`config.mk`:
```
export PLATFORM = sky130hd
export DESIGN_NAME = vec_lane_alu
export DESIGN_NICKNAME = d
export VERILOG_FILES = /design/src/source/vec_pkg.sv /design/src/source/vec_lane_alu.sv
export SDC_FILE = /design/constraint.sdc
export NUM_CORES = 1
export LEC_CHECK = 0
export ABC_AREA = 1
export BUFFER_PORTS_ARGS = -buffer_cell sky130_fd_sc_hd__buf_2
export CORE_MARGIN = 4
export CORE_UTILIZATION = 45
export DETAILED_ROUTE_END_ITERATION = 6
export MAX_ROUTING_LAYER = met4
export PLACE_DENSITY_LB_ADDON = 0.25
export SLEW_MARGIN = 0
export SYNTH_ARGS = -nofsm -noshare
export SYNTH_HDL_FRONTEND = slang
export SYNTH_SLANG_ARGS = --single-unit
```
`constraint.sdc`:
```
create_clock -name vclk -period 3.4
set_input_delay 0.34 -clock vclk [all_inputs]
set_output_delay 0.34 -clock vclk [all_outputs]
set_load 0.01 [all_outputs]
```
`src/source/vec_pkg.sv`:
```
/*
 * Vector slice shared types
 * element widths, opcodes, command and register-file request structs
 * used by the sequencer, the register file and the lane ALUs
 */

`default_nettype none

package vec_pkg;

  // 128-bit registers split into bytes
  localparam int VREG_BYTES = 16;
  localparam int REG_ADDR_W = 5;
  localparam int ELEM_W     = 32;

  typedef enum logic [1:0] {
    SEW8,
    SEW16,
    SEW32
  } sew_t;

  typedef enum logic [2:0] {
    VADD,
    VSUB,
    VAND,
    VOR,
    VXOR,
    VMV
  } vop_t;

  // element index inside a register group
  typedef logic [6:0] offset_t;
  // 0 to 128 elements
  typedef logic [7:0] vlen_t;

  typedef logic [VREG_BYTES-1:0][7:0] vreg_t;

  typedef struct packed {
    vop_t                  op;
    logic [REG_ADDR_W-1:0] vd;
    logic [REG_ADDR_W-1:0] vs1;
    logic [REG_ADDR_W-1:0] vs2;
    sew_t                  sew;
    vlen_t                 vl;
    logic                  masked;
  } vcmd_t;

  typedef struct packed {
    logic              wen;
    logic [ELEM_W-1:0] data;
  } lane_wr_t;

  // one step of register-file access with lane 1 at offset + 1
  typedef struct packed {
    logic [REG_ADDR_W-1:0] vd;
    logic [REG_ADDR_W-1:0] vs1;
    logic [REG_ADDR_W-1:0] vs2;
    offset_t               offset;
    sew_t                  sew;
    vlen_t                 vl;
  } rf_req_t;

  typedef struct packed {
    logic [REG_ADDR_W-1:0] vreg;
    offset_t               offset;
    sew_t                  sew;
    logic [ELEM_W-1:0]     data;
  } host_wr_t;

endpackage

`default_nettype wire
```
`src/source/vec_lane_alu.sv`:
```
/*
 * Lane ALU
 * one element operation per cycle, result cut to the element width,
 * write enable dropped for masked-off elements
 */

`timescale 1ns/1ns
`default_nettype none

module vec_lane_alu (
  input  vec_pkg::vop_t     op,
  input  vec_pkg::sew_t     sew,
  input  logic [31:0]       a,
  input  logic [31:0]       b,
  input  logic              mask_bit,
  input  logic              masked,
  input  logic              active,
  output vec_pkg::lane_wr_t wr
);
  import vec_pkg::*;

  logic [31:0] result;
  logic [31:0] result_trunc;

  // a is the vs1 element, b the vs2 element
  always_comb begin
    case (op)
      VADD:    result = b + a;
      // vs2 minus vs1, as in vsub.vv
      VSUB:    result = b - a;
      VAND:    result = b & a;
      VOR:     result = b | a;
      VXOR:    result = b ^ a;
      VMV:     result = a;
      default: result = '0;
    endcase
  end

  always_comb begin
    case (sew)
      SEW8:    result_trunc = {24'h0, result[7:0]};
      SEW16:   result_trunc = {16'h0, result[15:0]};
      default: result_trunc = result;
    endcase
  end

  // masked-off elements keep their old value
  assign wr.wen  = active && !(masked && !mask_bit);
  assign wr.data = result_trunc;

endmodule

`default_nettype wire

```
**Word-level counts from Yosys, hierarchy flattened**

Index checks and enable logic that the tools add are counted.

- Add/sub/neg operators: 2
- Equal/unequal tests: 6
- Bitwise operators: 3
- Reductions and logical operators: 6
- Multiplexer cells: 2

Operators by type and width:

| operator | count |
|---|---|
| one-hot mux 32 bit (6 select lines) | 1 |
| one-hot mux 32 bit (2 select lines) | 1 |
| adder 32 bit | 1 |
| AND 32 bit | 1 |
| bitwise OR 32 bit | 1 |
| subtractor 32 bit | 1 |
| bitwise XOR 32 bit | 1 |
| == test 3 x 2 -> 1 bit (second input constant) | 2 |
| == test 3 bit (second input constant) | 2 |
| == test 3 x 1 -> 1 bit (second input constant) | 1 |
| zero test 3 bit | 1 |
| == test 2 x 1 -> 1 bit (second input constant) | 1 |
| logical AND 1 bit | 2 |
| zero test 1 bit | 2 |
| zero test 2 bit | 1 |

- Output and inout port bits: 33
- Word-level logic and storage cells: 19
- Register bits: 0
- Input bits: 72

**Longest topological paths before layout**

- Word-level depth: 4
- Mapped depth: 24
- Depth with buffers taken out: 24

**Worst setup path after synthesis**

Ideal clock, no wire load.

- Path kind: input port to output port
- From: input port a[0]
- To: output port wr[30] (netlist name)
- Data arrival time: 2,585 ps
- Slack: 475 ps
- Stages: 20
- Buffers on the path: 0
- Path through: inv_1 > ha_1 > inv_1 > nor3_1 > inv_1 > o21ai_0 > xor2_1 > inv_1 > ha_1 > nand2_1 > inv_1 > nand2_1 > nand2_1 > a21oi_1 > nand2_2 > nand2_1 > nand2_1 > nand2_1 > nand3_1 > a21oi_1

RTL lines:

| what | line | RTL |
|---|---|---|
| start, declared | vec_lane_alu.sv:13 | `input logic [31:0] a,` |
| end, declared | vec_lane_alu.sv:18 | `output vec_pkg::lane_wr_t wr` |

==> run summary <==
- **outcome** finished, final reports clean
- **Final ANT Viol Nets** 0
- **Sequential cell area** 0 um2
- **Post-Route Utilization** 62.0%
- **weighted congestion at the end of routability-driven global placement** 1.03
- **Synth top area share** 23.0%
- **number of port buffers** 105
- **element type at the critical path end** output pin
- **Arr. time, crit path** 3.03 ns
- **worst-margin pin slew** 0.682 ns
- **antenna cells** 0
- **Netlist cell types** 40
- **number of hold buffers added after CTS** 0
- **fill cell count** 1128
- **DIE AREA** 0.0134 mm2
- **Critical Setup Path Class** in -> out
- **multi-input gate area in the final layout** 0.00498 mm2
- **antenna violations before repair** 0
- **routed len/inst** 15.2 um
- **global route total overflow** 0
- **overall via count from detail_route** 6750
- **largest net degree at the start of global routing** 33
- **aggregate global-route resource usage** 28.3%
- **leakage power figure** 3.98 nW
- **RSZ-0062 raised after global routing** true
- **HPWL after DPL** 15.9 mm
- **Pre-antenna DRT Iters** 5
- **number of flip-flops and latches** 0
- **vias in the first global route** 6050
- **relative max-transition margin** 54.5%
- **power density relative to cell area** 174 mW/mm2
- **IR drop worst, VDD** 0.0851 mV
- **floorplan core area** 0.0114 mm2
- **cell type with the largest total area after synthesis** sky130_fd_sc_hd__ha_1
- **path class of the lowest-slack min-delay path** in -> out
- **sum of routed wire length over all layers** 19.3 mm
- **max-slew violation count** 0
- **clock buffer instance count of the final layout** 0
- **DR DRC count** 0
- **Achievable Freq** 297 MHz
- **ratio of cells with drive above 1 in the final layout** 30.5%
- **initial core utilization** 45.9%
- **count of final setup violators** 0
- **Syn Area/Cell** 5.51 um2
- **detail-routed via count per cell** 5.34
- **Die Height** 116 um
- **wire length of the first global-routing pass** 30.1 mm
- **aggregate negative setup slack** 0 ns
- **endpoints failing hold** 0
- **number of rows created at floorplan** 39
- **largest cells by area after synthesis** sky130_fd_sc_hd__ha_1 23%, sky130_fd_sc_hd__nand2_1 18%, sky130_fd_sc_hd__inv_1 12%
- **IO Count** 105
- **Finished Layout Cells** 1263
- **Netlist Area Pre-Place** 0.00522 mm2
- **number of max-cap violations** 0
- **area delta synth->final** 35.0%
- **number of warnings printed during yosys synthesis** 0
- **Startpoint Class** input pin
- **largest driver fanout on the critical path** 4
- **clock period minus final worst setup slack** 3.37 ns
- **total design power** 1.22 mW
- **iteration-0 DRC count of the detailed router** 599
- **data required time of the critical path** 3.06 ns
- **part of the cycle the worst path needs** 99.1%
- **Final Net Count** 1291
- **syn nets** 1117
- **die width** 116 um
- **cell total after placement** 1251
- **gate count after technology mapping** 948
- **register area share after synthesis** 0%
==> power breakdown <==
| part | internal (mW) | leakage, nW | switching (mW) | total, mW |
|---|---|---|---|---|
| sequential | 0 | 0 | 0 | 0 |
| combinational | 0.492 | 3.98 | 0.732 | 1.22 |
| clock | 0 | 0 | 0 | 0 |
==> final timing paths <==
| kind | slack (ns) | from | end | cells past startpoint |
|---|---|---|---|---|
| max | 0.03 | a[2] | wr[28] | 20 |
| min | 0.95 | masked | wr[32] | 3 |
==> repair_timing <==
| action | 4_1_cts | 5_1_grt |
|---|---|---|
| pin swaps | 16 | 51 |
| setup endpoints to repair | 21 | 24 |
| setup buffers | 5 | 7 |
| resized for setup | 32 | 120 |
==> critical path, cell delays in order <==
cell and delay [ns]:
sky130_fd_sc_hd__buf_2 0.14, sky130_fd_sc_hd__inv_2 0.11, sky130_fd_sc_hd__nand3_2 0.10, sky130_fd_sc_hd__nor2_4 0.10, sky130_fd_sc_hd__nand4_1 0.19, sky130_fd_sc_hd__nand2_2 0.13, sky130_fd_sc_hd__o21ai_2 0.08, sky130_fd_sc_hd__inv_2 0.08
sky130_fd_sc_hd__nand2_2 0.06, sky130_fd_sc_hd__xor2_1 0.15, sky130_fd_sc_hd__ha_2 0.40, sky130_fd_sc_hd__nand2_4 0.11, sky130_fd_sc_hd__nor2_4 0.15, sky130_fd_sc_hd__nand2_1 0.10, sky130_fd_sc_hd__nor3_1 0.15, sky130_fd_sc_hd__nand2_1 0.11
sky130_fd_sc_hd__nand3b_1 0.10, sky130_fd_sc_hd__nand3_1 0.10, sky130_fd_sc_hd__a21oi_2 0.18, sky130_fd_sc_hd__buf_2 0.16
==> cell usage after synthesis, types with 8 or more instances <==
master / number
sky130_fd_sc_hd__a211oi_1: 15
sky130_fd_sc_hd__a21oi_1: 59
sky130_fd_sc_hd__a221oi_1: 13
sky130_fd_sc_hd__buf_2: 9
sky130_fd_sc_hd__ha_1: 96
sky130_fd_sc_hd__inv_1: 172
sky130_fd_sc_hd__nand2_1: 254
sky130_fd_sc_hd__nand2_2: 15
sky130_fd_sc_hd__nand3_1: 52
sky130_fd_sc_hd__nand3b_1: 10
sky130_fd_sc_hd__nand4_1: 8
sky130_fd_sc_hd__nor2_1: 97
sky130_fd_sc_hd__nor3_1: 8
sky130_fd_sc_hd__o21ai_0: 32
sky130_fd_sc_hd__xor2_1: 30
==> final cells by class <==
class	instances	share of cell area, %
multi-input cells	751	70.8
repair buffers	190	16.9
inverters	179	9.86
well taps	143	2.54
==> cell usage in the layout, fill, tap and decap left out, types with 4 or more instances in the layout <==
cell                       netlist  final
sky130_fd_sc_hd__a211oi_1       15     15
sky130_fd_sc_hd__inv_2           7     13
sky130_fd_sc_hd__nand4_1         8      8
sky130_fd_sc_hd__nor3_1          8      5
sky130_fd_sc_hd__a21oi_1        59     39
sky130_fd_sc_hd__o21ai_0        32     26
sky130_fd_sc_hd__buf_4           0     84
sky130_fd_sc_hd__nand2_4         1      7
sky130_fd_sc_hd__buf_2           9    103
sky130_fd_sc_hd__ha_4            0     12
sky130_fd_sc_hd__nand2_1       254    230
sky130_fd_sc_hd__a21oi_2         2     22
sky130_fd_sc_hd__a221oi_1       13     13
sky130_fd_sc_hd__nand3b_1       10     10
sky130_fd_sc_hd__nor2_1         97     79
sky130_fd_sc_hd__inv_1         172    161
sky130_fd_sc_hd__a31oi_1         4      4
sky130_fd_sc_hd__o21ai_1         7      7
sky130_fd_sc_hd__nand2_2        15     33
sky130_fd_sc_hd__o22ai_1         7      7
sky130_fd_sc_hd__xor2_2          0      4
sky130_fd_sc_hd__xor2_1         30     26
sky130_fd_sc_hd__nand3_1        52     45
sky130_fd_sc_hd__o21ai_2         2      8
sky130_fd_sc_hd__ha_1           96     83
sky130_fd_sc_hd__nor2_4          0      6
sky130_fd_sc_hd__o211ai_1        5      5
sky130_fd_sc_hd__nor2_2          6     18
sky130_fd_sc_hd__nand3_2         2      8
==> cells by family (layout without fill, tap and decap cells) <==
kind of cell,after synthesis,count (layout),share of synthesized area [%]
buf+inv,197,369,14.7
xor+xnor,30,30,5.03
simple gates,465,465,38.5
fa+ha+maj,97,97,23.4
compound gates,159,159,18.4
==> metal layers <==
metal | vias up | wire length [um] | global-route usage (%)
li1 | 3399 | - | -
met1 | 3072 | 8980 | 41.9
met2 | 262 | 8460 | 43.5
met3 | 17 | 1590 | 1.51
met4 | 0 | 233 | 4.18
met5 | - | 0 | -
==> per-stage QoR <==
step | instance area [um2] | hold slack (ns) | setup slack, ns
after floorplan | 5220 | 0.802 | 0.475
after global placement | 6380 | 0.939 | -0.136
after detailed placement | 6380 | 0.953 | -0.193
after CTS | 6510 | 0.953 | -0.0253
after global routing | 7050 | 0.982 | -0.148
final | 7050 | 0.947 | 0.0305
Note: power is estimated with default switching activity, not from simulation.
