[src/source/vec_pkg.sv]
/*
 * Vector slice shared types
 * element widths, opcodes, command and register-file request structs
 * used by the sequencer, the register file and the lane ALUs
 */

`default_nettype none

package vec_pkg;

  // 128-bit registers split into bytes
  localparam int VREG_BYTES = 16;
  localparam int REG_ADDR_W = 5;
  localparam int ELEM_W     = 32;

  typedef enum logic [1:0] {
    SEW8,
    SEW16,
    SEW32
  } sew_t;

  typedef enum logic [2:0] {
    VADD,
    VSUB,
    VAND,
    VOR,
    VXOR,
    VMV
  } vop_t;

  // element index inside a register group
  typedef logic [6:0] offset_t;
  // 0 to 128 elements
  typedef logic [7:0] vlen_t;

  typedef logic [VREG_BYTES-1:0][7:0] vreg_t;

  typedef struct packed {
    vop_t                  op;
    logic [REG_ADDR_W-1:0] vd;
    logic [REG_ADDR_W-1:0] vs1;
    logic [REG_ADDR_W-1:0] vs2;
    sew_t                  sew;
    vlen_t                 vl;
    logic                  masked;
  } vcmd_t;

  typedef struct packed {
    logic              wen;
    logic [ELEM_W-1:0] data;
  } lane_wr_t;

  // one step of register-file access with lane 1 at offset + 1
  typedef struct packed {
    logic [REG_ADDR_W-1:0] vd;
    logic [REG_ADDR_W-1:0] vs1;
    logic [REG_ADDR_W-1:0] vs2;
    offset_t               offset;
    sew_t                  sew;
    vlen_t                 vl;
  } rf_req_t;

  typedef struct packed {
    logic [REG_ADDR_W-1:0] vreg;
    offset_t               offset;
    sew_t                  sew;
    logic [ELEM_W-1:0]     data;
  } host_wr_t;

endpackage

`default_nettype wire
[src/source/vec_sequencer.sv]
/*
 * Vector sequencer
 * accepts one command, walks element offsets two per cycle up to vl,
 * and turns idle-time host writes into single-element file requests
 */

`timescale 1ns/1ns
`default_nettype none

module vec_sequencer (
  input  logic              CLK,
  input  logic              nRST,
  input  logic              cmd_valid,
  input  vec_pkg::vcmd_t    cmd,
  output logic              cmd_ready,
  input  logic              host_wr_valid,
  input  vec_pkg::host_wr_t host_wr,
  output logic              host_wr_ready,
  output vec_pkg::rf_req_t  rf_req,
  output vec_pkg::vop_t     op,
  output logic              masked,
  output logic              step_active,
  output logic              host_sel,
  output logic              done
);
  import vec_pkg::*;

  typedef enum logic {
    IDLE,
    RUN
  } state_t;

  state_t  state;
  state_t  next_state;
  vcmd_t   cmd_q;
  offset_t offset_q;
  vlen_t   next_offset;
  logic    last_step;
  logic    cmd_take;
  logic    host_take;

  assign cmd_ready = (state == IDLE);
  // a command offered in the same cycle wins over the host
  assign host_wr_ready = (state == IDLE) && !cmd_valid;

  assign cmd_take  = cmd_valid && cmd_ready;
  assign host_take = host_wr_valid && host_wr_ready;

  // two elements per step
  assign next_offset = vlen_t'(offset_q) + 8'd2;
  assign last_step   = (next_offset >= cmd_q.vl);

  always_comb begin
    next_state = state;
    case (state)
      IDLE: begin
        if (cmd_take) begin
          next_state = RUN;
        end
      end
      RUN: begin
        if (last_step) begin
          next_state = IDLE;
        end
      end
      default: next_state = IDLE;
    endcase
  end

  always_ff @(posedge CLK, negedge nRST) begin
    if (!nRST) begin
      state    <= IDLE;
      cmd_q    <= '0;
      offset_q <= '0;
      done     <= 1'b0;
    end else begin
      state <= next_state;
      // pulse in the cycle right after the final step
      done  <= (state == RUN) && last_step;
      if (cmd_take) begin
        cmd_q    <= cmd;
        offset_q <= '0;
      end else if (state == RUN) begin
        offset_q <= offset_q + 7'd2;
      end
    end
  end

  always_comb begin
    rf_req.vd     = cmd_q.vd;
    rf_req.vs1    = cmd_q.vs1;
    rf_req.vs2    = cmd_q.vs2;
    rf_req.offset = offset_q;
    rf_req.sew    = cmd_q.sew;
    // nothing may land while idle
    rf_req.vl     = (state == RUN) ? cmd_q.vl : 8'd0;
    host_sel      = 1'b0;
    if (host_take) begin
      rf_req.vd     = host_wr.vreg;
      rf_req.offset = host_wr.offset;
      rf_req.sew    = host_wr.sew;
      // vl just past the element so the tail check lets it through
      rf_req.vl     = vlen_t'(host_wr.offset) + 8'd1;
      host_sel      = 1'b1;
    end
  end

  assign op          = cmd_q.op;
  assign masked      = cmd_q.masked;
  assign step_active = (state == RUN);

endmodule

`default_nettype wire

[config.mk]
export PLATFORM = sky130hd
export DESIGN_NAME = vec_sequencer
export DESIGN_NICKNAME = d
export VERILOG_FILES = /design/src/source/vec_pkg.sv /design/src/source/vec_sequencer.sv
export SDC_FILE = /design/constraint.sdc
export NUM_CORES = 1
export LEC_CHECK = 0
export BUFFER_PORTS_ARGS = -buffer_cell sky130_fd_sc_hd__buf_2
export CAP_MARGIN = 10
export CORE_MARGIN = 2
export CORE_UTILIZATION = 38
export CTS_CLUSTER_SIZE = 16
export DETAILED_ROUTE_END_ITERATION = 10
export PLACE_DENSITY = 0.75
export SYNTH_ARGS = -nofsm -noshare
export SYNTH_HDL_FRONTEND = slang
export SYNTH_SLANG_ARGS = --single-unit
[constraint.sdc]
create_clock -name CLK -period 2.15 [get_ports CLK]
set_input_delay 0.1075 -clock CLK [delete_from_list [all_inputs] [get_ports CLK]]
set_output_delay 0.1075 -clock CLK [all_outputs]
set_load 0.005 [all_outputs]
### Word-level counts from Yosys, hierarchy flattened

Cells that the tools add are included.

| word-level totals | value |
|---|---|
| bits in registers | 38 |
| input port bits | 79 |
| logic and storage cells | 30 |

| cells by class | value |
|---|---|
| add/subtract/negate cells | 3 |
| $lt $le $gt $ge | 1 |
| multiplexer cells | 9 |
| bitwise gates (word level) | 1 |
| reduce and logical (&&, ||, !) cells | 6 |

Operators by type and width:

| operator | count |
|---|---|
| $mux W17 | 1 |
| $mux W7 | 2 |
| $add A7 B1 Y8 const B | 1 |
| $add A7 B2 Y8 const B | 1 |
| $ge A8 B8 Y1 | 1 |
| $mux W8 | 1 |
| $add A7 B2 Y7 const B | 1 |
| $mux W5 | 1 |
| $logic_and A1 B1 Y1 | 4 |
| $mux W1 | 3 |
| $pmux W1 S2 | 1 |
| $reduce_bool A2 Y1 | 1 |
| $logic_not A1 Y1 | 1 |
| $not A1 Y1 | 1 |

### Depth between registers and ports, before layout

Gate-level depths: netlist of the first run.

| depth | value |
|---|---|
| depth after elaboration | 4 |
| mapped depth | 8 |

### Worst setup path before layout of the first run

No wires, ideal clock.

| path | value |
|---|---|
| path kind | register -> register |
| from | register offset_q[1] |
| to | register done |
| setup time | 0.120 ns |
| data arrival time | 1.685 ns |
| slack | 0.345 ns |
| cell stages (with the launch flop) | 9 |
| buffers on the path | 0 |
| period minus slack after synthesis | 1.805 ns |
| path through | dfrtp_1 ha_1 nand3_1 xnor2_1 ha_1 and3_1 nand2_1 a31oi_1 a31o_2 |

| on the way | value |
|---|---|
| longest elaborated chain between the ends | 3 |

Ends and longest elaborated chain:

| what | line | RTL |
|---|---|---|
| start, declared | vec_sequencer.sv:36 | `offset_t offset_q;` |
| start signal, assigned | vec_sequencer.sv:84 | `offset_q <= offset_q + 7'd2;` |
| $add A7 B2 Y8 | vec_sequencer.sv:50 | `assign next_offset = vlen_t'(offset_q) + 8'd2;` |
| $ge A8 B8 Y1 | vec_sequencer.sv:51 | `assign last_step = (next_offset >= cmd_q.vl);` |
| $logic_and A1 B1 Y1 | vec_sequencer.sv:79 | `done <= (state == RUN) && last_step;` |
| end signal, assigned | vec_sequencer.sv:79 |  |
| end, declared | vec_sequencer.sv:24 | `output logic done` |

No other way between the ends.
A chain may end at the register's enable or synchronous reset.

### Worst setup path in the final report of the first run

| path | value |
|---|---|
| from | register offset_q[2] |
| to | register state, in the netlist step_active |

| on the way | value |
|---|---|
| longest elaborated chain between the ends | 4 |

Ends and longest elaborated chain:

| what | line | RTL |
|---|---|---|
| $add A7 B2 Y8 | vec_sequencer.sv:50 |  |
| $ge A8 B8 Y1 | vec_sequencer.sv:51 |  |
| $mux W1 | vec_sequencer.sv:62 | `if (last_step) begin` |
| $pmux W1 S2 | vec_sequencer.sv:55 | `case (state)` |
| net next_state | vec_sequencer.sv:34 | `state_t next_state;` |
| end signal, assigned | vec_sequencer.sv:77 | `state <= next_state;` |
| end, declared | vec_sequencer.sv:33 | `state_t state;` |

The timed path passes the listed nets, and every way through them passes these cells.

==> flow_summary.toml, run 1 <==
[min_path]
hold_depth = 3
min_path_type = "input pin to register"
hold_start = "cmd[5]"
hold_end = "cmd_q[5]"

[route]
wirelength_um = 4633
drt-initial-drc-count = 54
wire_per_inst_um = 13.79
vias = 1605
drtAntennaViolNets = 0
drt_pass1_iterations = 4
drcViolationCount = 0
viasPerCell = 4.777

[clock_network]
clk_pin_slew_ps = 70
cts.root.buffer_cell = "clkbuf_8"
clk_path_buf_depth = 2
cts_max_level = 2
numClockSinks = 37
cts-buffers-inserted = 5
worstSkewPairLatency_ps = 280
cts_tree = "done"
postCtsSetupBuffers = 0

[power]
p_int_mw = 2.168
switchingPower_mw = 1.154
p_sw_share_pct = 34.75
clkPwrFrac_pct = 14.0
cellPowerDensity_mw_per_mm2 = 1264
peakVddDrop_mv = 0.5102
p_seq_share_pct = 36.3
pwr-share-comb_pct = 49.8
leakage_nw = 1.349

[synth]
ys.flop_type = "dfrtp_1"
synth_edf_count = 0
yosysTopAreaCellShare_pct = 43.68
syn_area_per_cell_um2 = 11.52
yosysWarnings = 0
synthTopCellsByCount = "dfrtp_1, mux2_2, nand2_1, o21ai_0, mux2_4"
syn_inst = 184
synth_cell_types = 29
syn-num-nets = 272
ys_ff_latch = 37
yosys.area.top_type = "dfrtp_1"
syn_area_mm2 = 0.002120
yosysMostFrequentCell = "dfrtp_1"
ys_seq_area_share_pct = 43.68
ys_top_cells_by_area = "dfrtp_1, mux2_2, mux2_4"
async_flop_share_pct = 100.0

[timing]
skew_ps = 2.605
setup_viol = 0
max_freq_ghz = 0.4934
max_slew_margin_pct = 44.09
slew_violations = 0
setup_tns_ps = 0
period_needed_ps = 2027
rsz0062_at_grt = "false"
final_hold_viol_count = 0
tightest_slew_ps = 838.7
post-route-period-util_pct = 94.27

[setup_path]
cp_num_buf_inv = 0
start_kind = "register"
reg2reg_from = "offset_q[2]"
cpMaxStageDelayCell = "dfrtp_1"
critPathArrivalTime_ps = 2200
path_delay_family = "adder cells"
max_stage_delay_ps = 360
r2r_end = "step_active"
ff2ff_setup_slack_ps = 120
reg2reg_depth = 8
cp.required_ps = 2320
cp_num_cells = 8
crit_type = "register to register"
critical_path.most_common_cell = "ha_1"
worstSetupStartpoint = "offset_q[2]"
path_max_fanout = 5
endpoint_kind = "register"
path_cells = "ha_1 -> nand3_1 -> xnor2_2 -> ha_1 -> and3_1 -> nand2_1 -> a31oi_1 -> a311oi_1"

[floorplan]
die_h_um = 78.69
start_util_pct = 38.97
coreArea_mm2 = 0.005439
die_w_um = 78.69
rows = 27
io_pins = 120
die_area_mm2 = 0.006191

[placed_design]
place_inst = 327
gp_congestion = 0.7981
port_buffers = 87
dp_hpwl_um = 3471

[job]
drv_cap = 0

[cells_and_area]
final_cells = 336
antennaDiodeCount = 0
final_layout_size_suffix_gt1_share_pct = 52.65
area_delta_synth_final_pct = 24.03
fin_nets = 351
nFillCells = 516

[global_route]
grtUsageTotal_pct = 15.94
grt_pass1_wl_um = 7638
grt_max_degree = 38
first_global_vias = 1532
grt_overflow_total = 0
antenna_found_initial = 0

[status]
status = "completed"
## cells by family after synthesis
group	synth area share, %
compound gates	8.796
xor+xnor	3.719
fa+ha+maj	5.313
buf+inv	10.21
flops	43.68
mux	20.01
simple gates	8.265
## layer usage
metal	part of all wire [%]	GRT usage (%)	routed length, µm
met4	0.67	3.158	31
met1	42	20.80	1958
met3	8.1	4.483	377
met5	0	0	0
met2	49	26.50	2265
## area by class of cell
class / instances / area [µm²] / area share [%]
multi-input cells: 116 / 997.2 / 37.93
flip-flops and latches: 37 / 927.1 / 35.27
repair buffers: 92 / 488.0 / 18.56
well taps: 72 / 90.09 / 3.427
clock buffers: 6 / 72.57 / 2.761
inverters: 11 / 43.79 / 1.666
clock inverters: 2 / 10.01 / 0.3808
## power groups by stage
stage	sequential [mW]	combinational [mW]	clock, mW
6_report	1.21	1.65	0.464
5_1_grt	1.26	1.85	0.513
4_1_cts	1.21	1.67	0.488
3_5_place_dp	1.21	1.66	0
3_3_place_gp	1.20	1.61	0
2_1_floorplan	1.18	1.22	0
## stage by stage
step                hold WS (ps)  util (%)  area, µm²  setup slack (ps)  total power, mW
finish                     23.46     48.33       2629             123.3            3.322
global route               30.00     48.33       2629             19.51            3.618
CTS                        16.02     48.03       2613             68.95            3.361
detailed placement         269.7     46.33       2520             86.44            2.870
global placement           257.2     46.33       2520             185.7            2.806
floorplan                 -188.1         -       2120             345.3            2.401
## repair_timing
action                                  4_1_cts  5_1_grt
endpoints found under the hold margin        37        0
endpoints found under the setup margin        0        1
resized for setup                             0        3
hold buffers                                  1        0
## flip-flops by register name, indices dropped and copies added, names as in the netlist
register and flops:
cmd_q 15, step_active 1, masked 1, rf_req 10, offset_q 6, op 3, done 1
## layout by cell type (no fill, tap or decap), drive strengths merged
master	netlist	routed
buf	20	91
dfrtp	37	37
mux2	33	33
nand2	16	16
o21ai	15	15
inv	11	11
ha	9	9
nand3	6	6
o22ai	6	6
clkbuf	0	6
xnor2	6	6
and3	5	5
a22o	4	4
xor2	3	3
a21oi	3	3
nor2	3	3
clkinv	0	2
nand4	1	1
and2	1	1
a31oi	1	1
a311oi	1	1
a31o	1	1
nand2b	1	1
nor2b	1	1
dlygate4sd3	0	1
## worst register-to-register path: stages (launching register included)
cell and delay, ps:
dfrtp_1 360, ha_1 240, nand3_1 160, xnor2_2 210, ha_1 260, and3_1 210, nand2_1 70, a31oi_1 90
a311oi_1 330
## how the worst max path moves through the flow
| stage | endpoint | slack (ps) |
|---|---|---|
| after global placement | step_active | 190 |
| final | step_active | 120 |
| after floorplan | done | 350 |
| after CTS | step_active | 70 |
| after detailed placement | step_active | 90 |
| after global routing | step_active | 20 |
Power figures use the tool's default switching activity.
==> inputs of run 2 (changes only) <==
- ABC_AREA: not set -> 1
==> run 2 against run 1 <==
Against the previous run:
- wire length up 6.3%
- synthesized cell count grew 28%
- clock skew barely moved
- critical path type is now register to output pin
- final area increased by 1.0%
- critical path depth down 2
- largest power group is now registers
- critical endpoint is now rf_req[3]
==> flow_summary.toml, run 2 <==
[synth]
ys_seq_area_share_pct = 43.79
synth_cell_types = 28
syn_inst = 236
synthMuxAreaShare_pct = 11.72
yosysTopAreaCellShare_pct = 43.79
yosys.area.top_type = "dfrtp_1"
syn_area_mm2 = 0.002115
async_flop_share_pct = 100.0
synthAdderAreaFrac_pct = 5.325
synthTopCellsByCount = "nand2_1, dfrtp_1, inv_1"
synthSimpleGateAreaFrac_pct = 17.46
synth-xor-area-share_pct = 1.243
syn_area_per_cell_um2 = 8.960
ys_ff_latch = 37
syn-num-nets = 324
ys.flop_type = "dfrtp_1"
ys_top_cells_by_area = "dfrtp_1, nand2_1, mux2_2"
yosysWarnings = 0
synth_compound_area_share_pct = 7.988
synth_edf_count = 0
yosysMostFrequentCell = "nand2_1"
synth_top_family_by_area = "simple AND/OR/NAND/NOR gates"

[clock_network]
worstSkewPairLatency_ps = 280
cts_max_level = 2
cts.root.buffer_cell = "clkbuf_8"
cts-buffers-inserted = 5
clk_pin_slew_ps = 70
numClockSinks = 37
cts_tree = "done"
clk_path_buf_depth = 2

[setup_path]
path_cells = "nor2_4 -> nand2_4 -> inv_4 -> nand3_1 -> o21ai_0 -> buf_2"
crit_type = "register to output pin"
max_stage_delay_ps = 520
cpMaxStageDelayCell = "dfrtp_1"
critPathArrivalTime_ps = 1870
start_kind = "register"
path_max_fanout = 19
endpoint_kind = "output pin"
cp.required_ps = 2040

[status]
status = "completed"

[floorplan]
die_h_um = 78.60
start_util_pct = 38.88
coreArea_mm2 = 0.005439
die_area_mm2 = 0.006177
die_w_um = 78.60
rows = 27
io_pins = 120

[power]
peakVddDrop_mv = 0.3892
leakage_nw = 1.530
cellPowerDensity_mw_per_mm2 = 519.9

[cells_and_area]
design_area_mm2 = 0.002655
largest_reg_flops = 15
antennaDiodeCount = 0
mostFrequentLayoutCells = "buf_2, nand2_1, dfrtp_1"
fin_nets = 402
final_layout_size_suffix_gt1_share_pct = 39.05
area_delta_synth_final_pct = 25.56
final_common_cell = "buf_2"
largest-register = "cmd_q"

[route]
drt-initial-drc-count = 117
wirelength_um = 4923
drtAntennaViolNets = 0
vias = 1779
drt_pass1_iterations = 6
wire_per_inst_um = 12.72
viasPerCell = 4.597
drcViolationCount = 0

[global_route]
grt_max_degree = 38
grtUsageTotal_pct = 16.53
grt_overflow_total = 0
antenna_found_initial = 0
first_global_vias = 1830
grt_pass1_wl_um = 8211

[placed_design]
dp_hpwl_um = 3820
port_buffers = 87
gp_congestion = 0.8225
placed_area_mm2 = 0.002510

[min_path]
min_path_type = "input pin to register"

[timing]
tightest_slew_ps = 827.7
period_needed_ps = 1982
skew_ps = 2.697
max_freq_ghz = 0.5047
setup_viol = 0
final_hold_viol_count = 0
rsz0062_at_grt = "false"
setup_tns_ps = 0
post-route-period-util_pct = 92.16
slew_violations = 0
max_slew_margin_pct = 44.82

[job]
drv_cap = 0
-- run 2: timing repair --
action                                  in CTS  in global routing
hold buffers                                 1                  0
endpoints found under the hold margin       37                  0
gates resized for setup                      0                  0
endpoints found under the setup margin       0                  1
setup buffers                                0                  2
-- run 2: final cells by class --
type / count / area, µm²
fillers: 555 / 2784
repair buffers: 92 / 488.0
inverters: 27 / 106.4
clock buffers: 6 / 82.58
clock inverters: 2 / 37.54
multi-input cells: 151 / 924.6
flip-flops and latches: 37 / 925.9
well taps: 72 / 90.09
-- run 2: worst paths after layout --
path / start / to / slack (ps) / cells after the start
max in group asynchronous: nRST / cmd_q[7] / 1150 / 2
hold / removal: cmd[9] / cmd_q[9] / 40 / 2
hold reg to reg: cmd_q[9] / cmd_q[9] / 490 / 1
min in group asynchronous: nRST / rf_req[21] / 470 / 2
setup reg to reg: offset_q[1] / step_active / 240 / 10
setup / recovery: step_active / rf_req[3] / 170 / 6
-- run 2: cell families (layout without fill, tap and decap cells) --
| logic type | Yosys count | in the layout |
|---|---|---|
| and+or+nand+nor | 87 | 87 |
| adders and majority gates | 9 | 9 |
| xor gates and xnor gates | 3 | 3 |
| DFF | 37 | 37 |
| AOI/OAI and AO/OA | 31 | 31 |
| muxes | 21 | 21 |
| buffers and inverters | 48 | 127 |
-- run 2: power by group --
part | internal (mW) | total, mW | switching [mW]
Combinational | 0.0344 | 0.0703 | 0.0358
Clock | 0.377 | 0.615 | 0.238
Sequential | 0.696 | 0.696 | 0
-- run 2: stage by stage --
stage / hold slack [ps] / worst slack [ps] / cells / utilization, % / total power [mW]
6_report: 37.76 / 168.5 / 387 / 48.82 / 1.380
3_3_place_gp: 248.8 / 317.8 / 376 / 46.15 / 0.7762
3_5_place_dp: 261.4 / 281.9 / 376 / 46.15 / 0.7789
4_1_cts: 28.60 / 136.4 / 385 / 48.54 / 1.404
5_1_grt: 24.20 / 50.22 / 387 / 48.82 / 1.451
2_1_floorplan: -188.1 / 448.6 / 236 / - / 0.7183
-- run 2: worst max-delay path, delay by kind of cell, from the launching register on --
family / cells / cell delay (ps)
simple gates: 3 / 560
compound gates: 1 / 130
flops: 1 / 520
buf+inv: 2 / 370
-- run 2: per-layer routing --
metal | global-route usage [%] | vias up | share of wire (%)
met3 | 3.678 | 2 | 5.4
met4 | 5.614 | 0 | 0.73
met5 | 0 | - | 0
met2 | 27.01 | 50 | 48
met1 | 21.62 | 827 | 46
li1 | - | 900 | -
